$ cat src/verilog/mem_bus_pkg.sv
package mem_bus_pkg;

  typedef enum logic [1:0] {
    BUS_NONE  = 2'h0,
    BUS_LOAD  = 2'h1,
    BUS_STORE = 2'h2
  } mem_cmd_t;

  // zero means no transaction
  typedef logic [3:0] mem_tag_t;

endpackage

$ cat src/verilog/mshr_pkg.sv
package mshr_pkg;

  typedef logic [63:0] addr_t;
  typedef logic [63:0] data_t;

  // a load miss only needs the line address
  typedef addr_t load_req_t;

  // dirty line on its way out
  typedef struct packed {
    addr_t addr;
    data_t data;
  } wb_req_t;

  typedef enum logic [1:0] {
    WAITING    = 2'h0,
    INPROGRESS = 2'h1,
    DONE       = 2'h2
  } entry_state_t;

  typedef struct packed {
    logic                 valid;
    logic                 is_store;
    entry_state_t         state;
    mem_bus_pkg::mem_tag_t mem_tag;
    addr_t                addr;
    data_t                data;
  } entry_t;

endpackage

$ cat src/verilog/alloc_arbiter.sv
`timescale 1ns/100ps

module alloc_arbiter #(
  parameter int DEPTH = 8
) (
  input  logic                clock,
  input  logic                reset,
  input  logic                load_pending,
  input  mshr_pkg::load_req_t load_payload,
  input  logic                wb_pending,
  input  mshr_pkg::wb_req_t   wb_payload,
  input  logic                full,
  output logic                load_grant,
  output logic                wb_grant,
  output logic                alloc_valid,
  output logic                alloc_is_store,
  output mshr_pkg::addr_t     alloc_addr,
  output mshr_pkg::data_t     alloc_data
);

  // queue pointers wrap by overflow
  if (DEPTH < 2 || (DEPTH & (DEPTH - 1)) != 0) begin : g_depth_check
    $error("alloc_arbiter: DEPTH must be a power of two, got %0d", DEPTH);
  end

  logic last_wb;

  // the port that lost last time goes first on a tie
  assign load_grant = load_pending && !full && (!wb_pending || last_wb);
  assign wb_grant   = wb_pending && !full && (!load_pending || !last_wb);

  always_ff @(posedge clock) begin
    if (reset) begin
      last_wb <= 1'b0;
    end else if (load_grant) begin
      last_wb <= 1'b0;
    end else if (wb_grant) begin
      last_wb <= 1'b1;
    end
  end

  assign alloc_valid    = load_grant || wb_grant;
  assign alloc_is_store = wb_grant;
  assign alloc_addr     = wb_grant ? wb_payload.addr : load_payload;
  // loads carry no data until memory returns it
  assign alloc_data     = wb_grant ? wb_payload.data : '0;

endmodule

$ cat src/verilog/miss_queue.sv
`timescale 1ns/100ps

module miss_queue #(
  parameter int DEPTH = 8
) (
  input  logic                  clock,
  input  logic                  reset,
  input  logic                  alloc_valid,
  input  logic                  alloc_is_store,
  input  mshr_pkg::addr_t       alloc_addr,
  input  mshr_pkg::data_t       alloc_data,
  input  mem_bus_pkg::mem_tag_t mem_response,
  input  mem_bus_pkg::mem_tag_t mem_tag,
  input  mshr_pkg::data_t       mem_data_in,
  input  logic                  fill_taken,
  output logic                  full,
  output mem_bus_pkg::mem_cmd_t mem_command,
  output mshr_pkg::addr_t       mem_addr,
  output mshr_pkg::data_t       mem_data,
  output logic                  fill_valid,
  output mshr_pkg::addr_t       fill_addr,
  output mshr_pkg::data_t       fill_data
);

  localparam int PTR_W = $clog2(DEPTH);

  mshr_pkg::entry_t entries [DEPTH];

  logic [PTR_W-1:0] tail;
  logic [PTR_W-1:0] head;
  logic [PTR_W-1:0] retire;

  mshr_pkg::entry_t head_entry;
  mshr_pkg::entry_t retire_entry;

  logic issue_ok;
  logic retire_fire;
  logic [DEPTH-1:0] tag_hit;

  assign head_entry   = entries[head];
  assign retire_entry = entries[retire];

  // tail slot still busy means no room
  assign full = entries[tail].valid;

  always_comb begin
    mem_command = mem_bus_pkg::BUS_NONE;
    if (head_entry.valid && head_entry.state == mshr_pkg::WAITING) begin
      if (head_entry.is_store) begin
        mem_command = mem_bus_pkg::BUS_STORE;
      end else begin
        mem_command = mem_bus_pkg::BUS_LOAD;
      end
    end
  end

  assign mem_addr = head_entry.addr;
  assign mem_data = head_entry.data;

  // non-zero response is the accept
  assign issue_ok = (mem_command != mem_bus_pkg::BUS_NONE) && (mem_response != '0);

  // returned tag matched against every in-flight load
  always_comb begin
    for (int i = 0; i < DEPTH; i++) begin
      tag_hit[i] = entries[i].valid && !entries[i].is_store &&
                   entries[i].state == mshr_pkg::INPROGRESS &&
                   mem_tag != '0 && entries[i].mem_tag == mem_tag;
    end
  end

  assign fill_valid = retire_entry.valid && !retire_entry.is_store &&
                      retire_entry.state == mshr_pkg::DONE;
  assign fill_addr  = retire_entry.addr;
  assign fill_data  = retire_entry.data;

  // stores leave without a fill
  assign retire_fire = retire_entry.valid && retire_entry.state == mshr_pkg::DONE &&
                       (retire_entry.is_store || fill_taken);

  always_ff @(posedge clock) begin
    if (reset) begin
      for (int i = 0; i < DEPTH; i++) begin
        entries[i].valid <= 1'b0;
      end
      tail   <= '0;
      head   <= '0;
      retire <= '0;
    end else begin
      if (retire_fire) begin
        entries[retire].valid <= 1'b0;
        retire <= retire + 1'b1;
      end

      if (issue_ok) begin
        entries[head].mem_tag <= mem_response;
        if (head_entry.is_store) begin
          entries[head].state <= mshr_pkg::DONE;
        end else begin
          entries[head].state <= mshr_pkg::INPROGRESS;
        end
        head <= head + 1'b1;
      end

      for (int i = 0; i < DEPTH; i++) begin
        if (tag_hit[i]) begin
          entries[i].state <= mshr_pkg::DONE;
          entries[i].data  <= mem_data_in;
        end
      end

      // arbiter never grants into a busy slot
      if (alloc_valid) begin
        entries[tail].valid    <= 1'b1;
        entries[tail].is_store <= alloc_is_store;
        entries[tail].state    <= mshr_pkg::WAITING;
        entries[tail].mem_tag  <= '0;
        entries[tail].addr     <= alloc_addr;
        entries[tail].data     <= alloc_data;
        tail <= tail + 1'b1;
      end
    end
  end

endmodule

$ cat src/verilog/miss_req_port.sv
`timescale 1ns/100ps

module miss_req_port #(
  parameter type payload_t = logic
) (
  input  logic     clock,
  input  logic     reset,
  input  logic     req,
  input  payload_t req_payload,
  input  logic     grant,
  output logic     ack,
  output logic     pending,
  output payload_t payload
);

  typedef enum logic [1:0] {
    IDLE  = 2'h0,
    HOLD  = 2'h1,
    ACKED = 2'h2
  } phase_t;

  phase_t phase;
  phase_t next_phase;

  always_comb begin
    next_phase = phase;
    case (phase)
      IDLE: begin
        if (req) begin
          next_phase = HOLD;
        end
      end
      HOLD: begin
        if (grant) begin
          next_phase = ACKED;
        end
      end
      ACKED: begin
        // wait for the requester to let go
        if (!req) begin
          next_phase = IDLE;
        end
      end
      default: next_phase = IDLE;
    endcase
  end

  always_ff @(posedge clock) begin
    if (reset) begin
      phase <= IDLE;
    end else begin
      phase <= next_phase;
    end
  end

  // captured once, stays put while arbitrated
  always_ff @(posedge clock) begin
    if (phase == IDLE && req) begin
      payload <= req_payload;
    end
  end

  assign pending = (phase == HOLD);
  assign ack     = (phase == ACKED);

endmodule

$ cat src/verilog/mshr_top.sv
`timescale 1ns/100ps

module mshr_top #(
  parameter int DEPTH = 8
) (
  input  logic                  clock,
  input  logic                  reset,
  input  logic                  load_req,
  input  mshr_pkg::addr_t       load_addr,
  output logic                  load_ack,
  input  logic                  wb_req,
  input  mshr_pkg::addr_t       wb_addr,
  input  mshr_pkg::data_t       wb_data,
  output logic                  wb_ack,
  output mem_bus_pkg::mem_cmd_t mem_command,
  output mshr_pkg::addr_t       mem_addr,
  output mshr_pkg::data_t       mem_data,
  input  mem_bus_pkg::mem_tag_t mem_response,
  input  mem_bus_pkg::mem_tag_t mem_tag,
  input  mshr_pkg::data_t       mem_data_in,
  output logic                  fill_valid,
  output mshr_pkg::addr_t       fill_addr,
  output mshr_pkg::data_t       fill_data,
  input  logic                  fill_taken
);

  mshr_pkg::wb_req_t   wb_in;
  mshr_pkg::load_req_t load_payload;
  mshr_pkg::wb_req_t   wb_payload;
  logic                load_pending;
  logic                wb_pending;
  logic                load_grant;
  logic                wb_grant;
  logic                alloc_valid;
  logic                alloc_is_store;
  mshr_pkg::addr_t     alloc_addr;
  mshr_pkg::data_t     alloc_data;
  logic                full;

  assign wb_in = '{addr: wb_addr, data: wb_data};

  miss_req_port #(.payload_t(mshr_pkg::load_req_t)) i_load_port (
    .clock(clock), .reset(reset), .req(load_req), .req_payload(load_addr),
    .grant(load_grant), .ack(load_ack), .pending(load_pending), .payload(load_payload)
  );

  miss_req_port #(.payload_t(mshr_pkg::wb_req_t)) i_wb_port (
    .clock(clock), .reset(reset), .req(wb_req), .req_payload(wb_in),
    .grant(wb_grant), .ack(wb_ack), .pending(wb_pending), .payload(wb_payload)
  );

  alloc_arbiter #(.DEPTH(DEPTH)) i_arbiter (
    .clock(clock), .reset(reset),
    .load_pending(load_pending), .load_payload(load_payload),
    .wb_pending(wb_pending), .wb_payload(wb_payload), .full(full),
    .load_grant(load_grant), .wb_grant(wb_grant),
    .alloc_valid(alloc_valid), .alloc_is_store(alloc_is_store),
    .alloc_addr(alloc_addr), .alloc_data(alloc_data)
  );

  miss_queue #(.DEPTH(DEPTH)) i_queue (
    .clock(clock), .reset(reset),
    .alloc_valid(alloc_valid), .alloc_is_store(alloc_is_store),
    .alloc_addr(alloc_addr), .alloc_data(alloc_data),
    .mem_response(mem_response), .mem_tag(mem_tag), .mem_data_in(mem_data_in),
    .fill_taken(fill_taken), .full(full),
    .mem_command(mem_command), .mem_addr(mem_addr), .mem_data(mem_data),
    .fill_valid(fill_valid), .fill_addr(fill_addr), .fill_data(fill_data)
  );

endmodule
$ cat config.mk
export PLATFORM = sky130hd
export DESIGN_NAME = mshr_top
export DESIGN_NICKNAME = d
export VERILOG_FILES = /design/src/verilog/mem_bus_pkg.sv /design/src/verilog/mshr_pkg.sv /design/src/verilog/alloc_arbiter.sv /design/src/verilog/miss_queue.sv /design/src/verilog/miss_req_port.sv /design/src/verilog/mshr_top.sv
export SDC_FILE = /design/constraint.sdc
export NUM_CORES = 2
export LEC_CHECK = 0
export ABC_AREA = 1
export ABC_CLOCK_PERIOD_IN_PS = 9600
export BUFFER_PORTS_ARGS = -buffer_cell sky130_fd_sc_hd__buf_2
export CAP_MARGIN = 20
export CELL_PAD_IN_SITES_DETAIL_PLACEMENT = 1
export CELL_PAD_IN_SITES_GLOBAL_PLACEMENT = 2
export CORE_MARGIN = 8
export CORE_UTILIZATION = 42
export CTS_BUF_LIST = sky130_fd_sc_hd__clkbuf_2 sky130_fd_sc_hd__clkbuf_4 sky130_fd_sc_hd__clkbuf_8
export DETAILED_ROUTE_END_ITERATION = 10
export PLACE_DENSITY = 0.91
export SLEW_MARGIN = 15
export SYNTH_ARGS = -nofsm -noshare
export SYNTH_HDL_FRONTEND = slang
export SYNTH_HIERARCHICAL = 1
export SYNTH_SLANG_ARGS = --single-unit
$ cat constraint.sdc
create_clock -name clock -period 9.6 [get_ports clock]
set_input_delay 2.88 -clock clock [delete_from_list [all_inputs] [get_ports clock]]
set_output_delay 2.88 -clock clock [all_outputs]
set_load 0.02 [all_outputs]
==> impl_metrics.tcl <==
set metrics [dict create \
    crit_required_ns 6.72 \
    vias 57700 \
    clk_pin_slew_worst_paths_ns 0.06 \
    syn-num-nets 7475 \
    start_util_pct 42.2 \
    power_leakage_nw 26.2 \
    p_switching_mw 9.86 \
    rsz0062_at_grt "no" \
    track_usage_pct 28.2 \
    layout.nets 7677 \
    finalPower_mw 21.7 \
    pwr-share-clk_pct 23.8 \
    r2r_slack_ns 3.97 \
    synth-edff-count 1224 \
    wirelength_um 248000 \
    p_per_area_nw_per_um2 295 \
    grt_max_degree 210 \
    io_buffers 529 \
    hold_class "flop to flop" \
    reg2reg_from "i_queue/entries[2][135]" \
    row_count 145 \
    cts_hold_buf 0 \
    grt_pass1_vias 60700 \
    r2r-end "i_queue/entries[2][52]" \
    cts_tree "yes" \
    setup_viol 0 \
    finalClockSkew_ns 0.0668 \
    via_per_inst 5.97 \
    clockRootBuffer "clkbuf_8" \
    p_seq_share_pct 33.5 \
    drtIter0Drc 4551 \
    grt_pass1_wl_um 367000 \
    grt-ovfl-total 0 \
    die-area_um2 169000 \
    post_cts_resized 0 \
    intPower_mw 11.9 \
    clock_latency_ns 1.00 \
    hpwl_um 143000 \
    outcome "finished clean" \
    comb_power_share_pct 42.7 \
    cp_slowest_cell "buf_4" \
    worstHoldStart "i_queue/entries[4][128]" \
    crit_path_end "fill_data[39]" \
    cts_buffers 226 \
    max_freq_ghz 0.134 \
    finalHoldViolCount 0 \
    syn-mean-instance-area_um2 9.13 \
    post_synth_num_cell_types 41 \
    drc 0 \
    ys.flop_type "edfxtp_1" \
    first_pass_iters 6 \
    async_reset_ff_share_pct 0 \
    core_area_um2 156000 \
    path_class "flop to output port" \
    ir_drop_uv 260 \
    r2r_cells 15 \
    drive_gt1_share_pct 13.3 \
    relSlewSlack_pct 14.3 \
    tightestPinTransition_ns 1.29 \
    setup_ws_ns 2.15 \
    fp.dieW_um 412 \
    end_kind "output port" \
    placed_cells 9230 \
    cp.arrival_ns 4.57 \
    finalNonFillerCells 9656 \
    cts_setup_buffers 0 \
    die_h_um 412 \
    cts_htree_levels 4 \
    wire_per_inst_um 25.7 \
    crit_fanout 61 \
    worst_setup_path_start_kind "flop" \
    crit_path_cell_trace "buf_4, buf_4, o21ai_0, o21ai_0, a21oi_1, a31oi_1, buf_2" \
    cts_buffer_depth 3 \
    slew_viol_final 0 \
    max_stage_delay_ns 0.82 \
    synth_cells 7198 \
    period_share_pct 77.6 \
    ios 530 \
    synthToLayoutAreaGrowth_pct 12.1 \
    clkSinkCount 1303 \
    maxCapViolations 0 \
    gp_congestion 0.864 \
    ant_nets 0 \
    min_period_ns 7.45 \
    post-place-ws_ns 2.97 \
    fin_setup_tns_ns 0 \
    antenna_found_initial 11 \
    ys_seq_area_share_pct 58.3 \
    synth-seq-cells 1303 \
    synth_warnings 6 \
    netlist_area_um2 65700 \
    swShare_pct 45.4 \
]
==> through the flow <==
stage	utilization (%)	hold WS (ns)	cell area, um2
floorplan	-	0.443	65700
global placement	44.4	0.454	69200
detailed placement	44.4	0.465	69200
CTS	47.3	0.474	73700
global route	47.3	0.504	73700
finish	47.3	0.471	73700
==> placed cells by master (no fill, tap or decap), types with 8 or more instances in the layout <==
cell       instances
o21ai_1           38
nor3_1            27
clkbuf_8         227
buf_2            529
nor2_1           390
nand2_1         1323
nand2_4            9
nor2_4            11
bufinv_16          8
o21ai_0         1549
edfxtp_1        1224
nand4_1           88
inv_1            595
buf_12            10
nand3_1           84
clkbuf_4          69
dfxtp_1           73
inv_12             8
o211ai_1         258
a21oi_1          570
buf_4             62
a31oi_1          257
nor4_1            12
clkinv_1          77
clkinv_2          25
ha_1               8
==> worst min path at each step <==
| stage | end | slack [ns] | cells past startpoint |
|---|---|---|---|
| global placement | i_queue/entries[2][128] | 0.45 | 2 |
| CTS | i_queue/entries[4][128] | 0.47 | 2 |
| global route | i_queue/entries[2][128] | 0.50 | 2 |
| finish | i_queue/entries[4][128] | 0.47 | 2 |
| detailed placement | i_queue/entries[4][128] | 0.47 | 2 |
| floorplan | i_queue/entries[6][130] | 0.44 | 2 |
==> flip-flops by register name, summed over array words and instances, names as in the netlist, named ones only <==
signal               cells
i_queue/entries       1088
i_wb_port/payload      128
i_load_port/payload     64
i_queue/head             3
i_queue/retire           3
i_queue/tail             3
i_load_port/phase        2
i_wb_port/phase          2
i_arbiter/last_wb        1
==> layer usage <==
metal  GRT usage (%)  up-vias  wire (um)
li1                -    25800          -
met1            35.3    29000     100000
met2            47.6     2298     119000
met3            5.13      593      18400
met4            12.7        4      10600
met5               0        -         31
==> synthesized netlist by cell type (2+ instances only) <==
| cell type | count | area [um2] |
|---|---|---|
| o21ai_0 | 1549 | 7750 |
| nand2_1 | 1332 | 5000 |
| edfxtp_1 | 1224 | 36800 |
| inv_1 | 602 | 2260 |
| a21oi_1 | 570 | 2850 |
| clkbuf_1 | 427 | 1600 |
| nor2_1 | 398 | 1490 |
| o211ai_1 | 258 | 1940 |
| a31oi_1 | 257 | 1610 |
| buf_2 | 151 | 756 |
| nand4_1 | 88 | 551 |
| nand3_1 | 85 | 425 |
| dfxtp_1 | 79 | 1580 |
| o21ai_1 | 38 | 190 |
| nor3_1 | 27 | 135 |
| buf_1 | 24 | 90.1 |
| buf_4 | 17 | 128 |
| nor4_1 | 12 | 75.1 |
| ha_1 | 8 | 100 |
| nor2_2 | 7 | 43.8 |
| buf_6 | 6 | 67.6 |
| inv_2 | 5 | 18.8 |
| nand2_2 | 4 | 25.0 |
| clkinv_1 | 3 | 11.3 |
| nand3b_1 | 3 | 22.5 |
| xnor2_1 | 3 | 26.3 |
| xor2_1 | 3 | 26.3 |
| a21oi_2 | 2 | 17.5 |
| and2_1 | 2 | 12.5 |
| clkbuf_2 | 2 | 10.0 |
| nor2_4 | 2 | 22.5 |
==> cells by family after synthesis <==
logic type | after synthesis | synth area share [%]
AOI/OAI and AO/OA | 2678 | 21.9
and+or+nand+nor | 1966 | 12.0
DFF | 1303 | 58.3
buffers and inverters | 1237 | 7.52
adders and majority gates | 8 | 0.152
xor gates and xnor gates | 6 | 0.0800
==> power groups by stage <==
| stage | Clock (mW) | Combinational (mW) | Sequential, mW |
|---|---|---|---|
| final | 5.17 | 9.27 | 7.27 |
| after global routing | 5.49 | 9.90 | 7.31 |
| after global placement | 0 | 8.94 | 7.35 |
| after CTS | 5.28 | 9.22 | 7.26 |
| after floorplan | 0 | 5.68 | 7.17 |
| after detailed placement | 0 | 9.18 | 7.38 |
==> layout make-up <==
type / count / area (um2)
fillers: 17900 / 82100
flip-flops and latches: 1303 / 38400
multi-input cells: 4658 / 22600
clock buffers: 296 / 3640
repair buffers: 601 / 3310
well taps: 2058 / 2570
inverters: 610 / 2330
clock inverters: 126 / 887
diodes: 4 / 10.0
==> worst max-delay path: cells and delay by family (launching register included) <==
kind,cells,cell delay (ns)
flops,1,0.80
buf+inv,3,1.81
compound gates,4,0.94
Power figures use the tool's default switching activity.
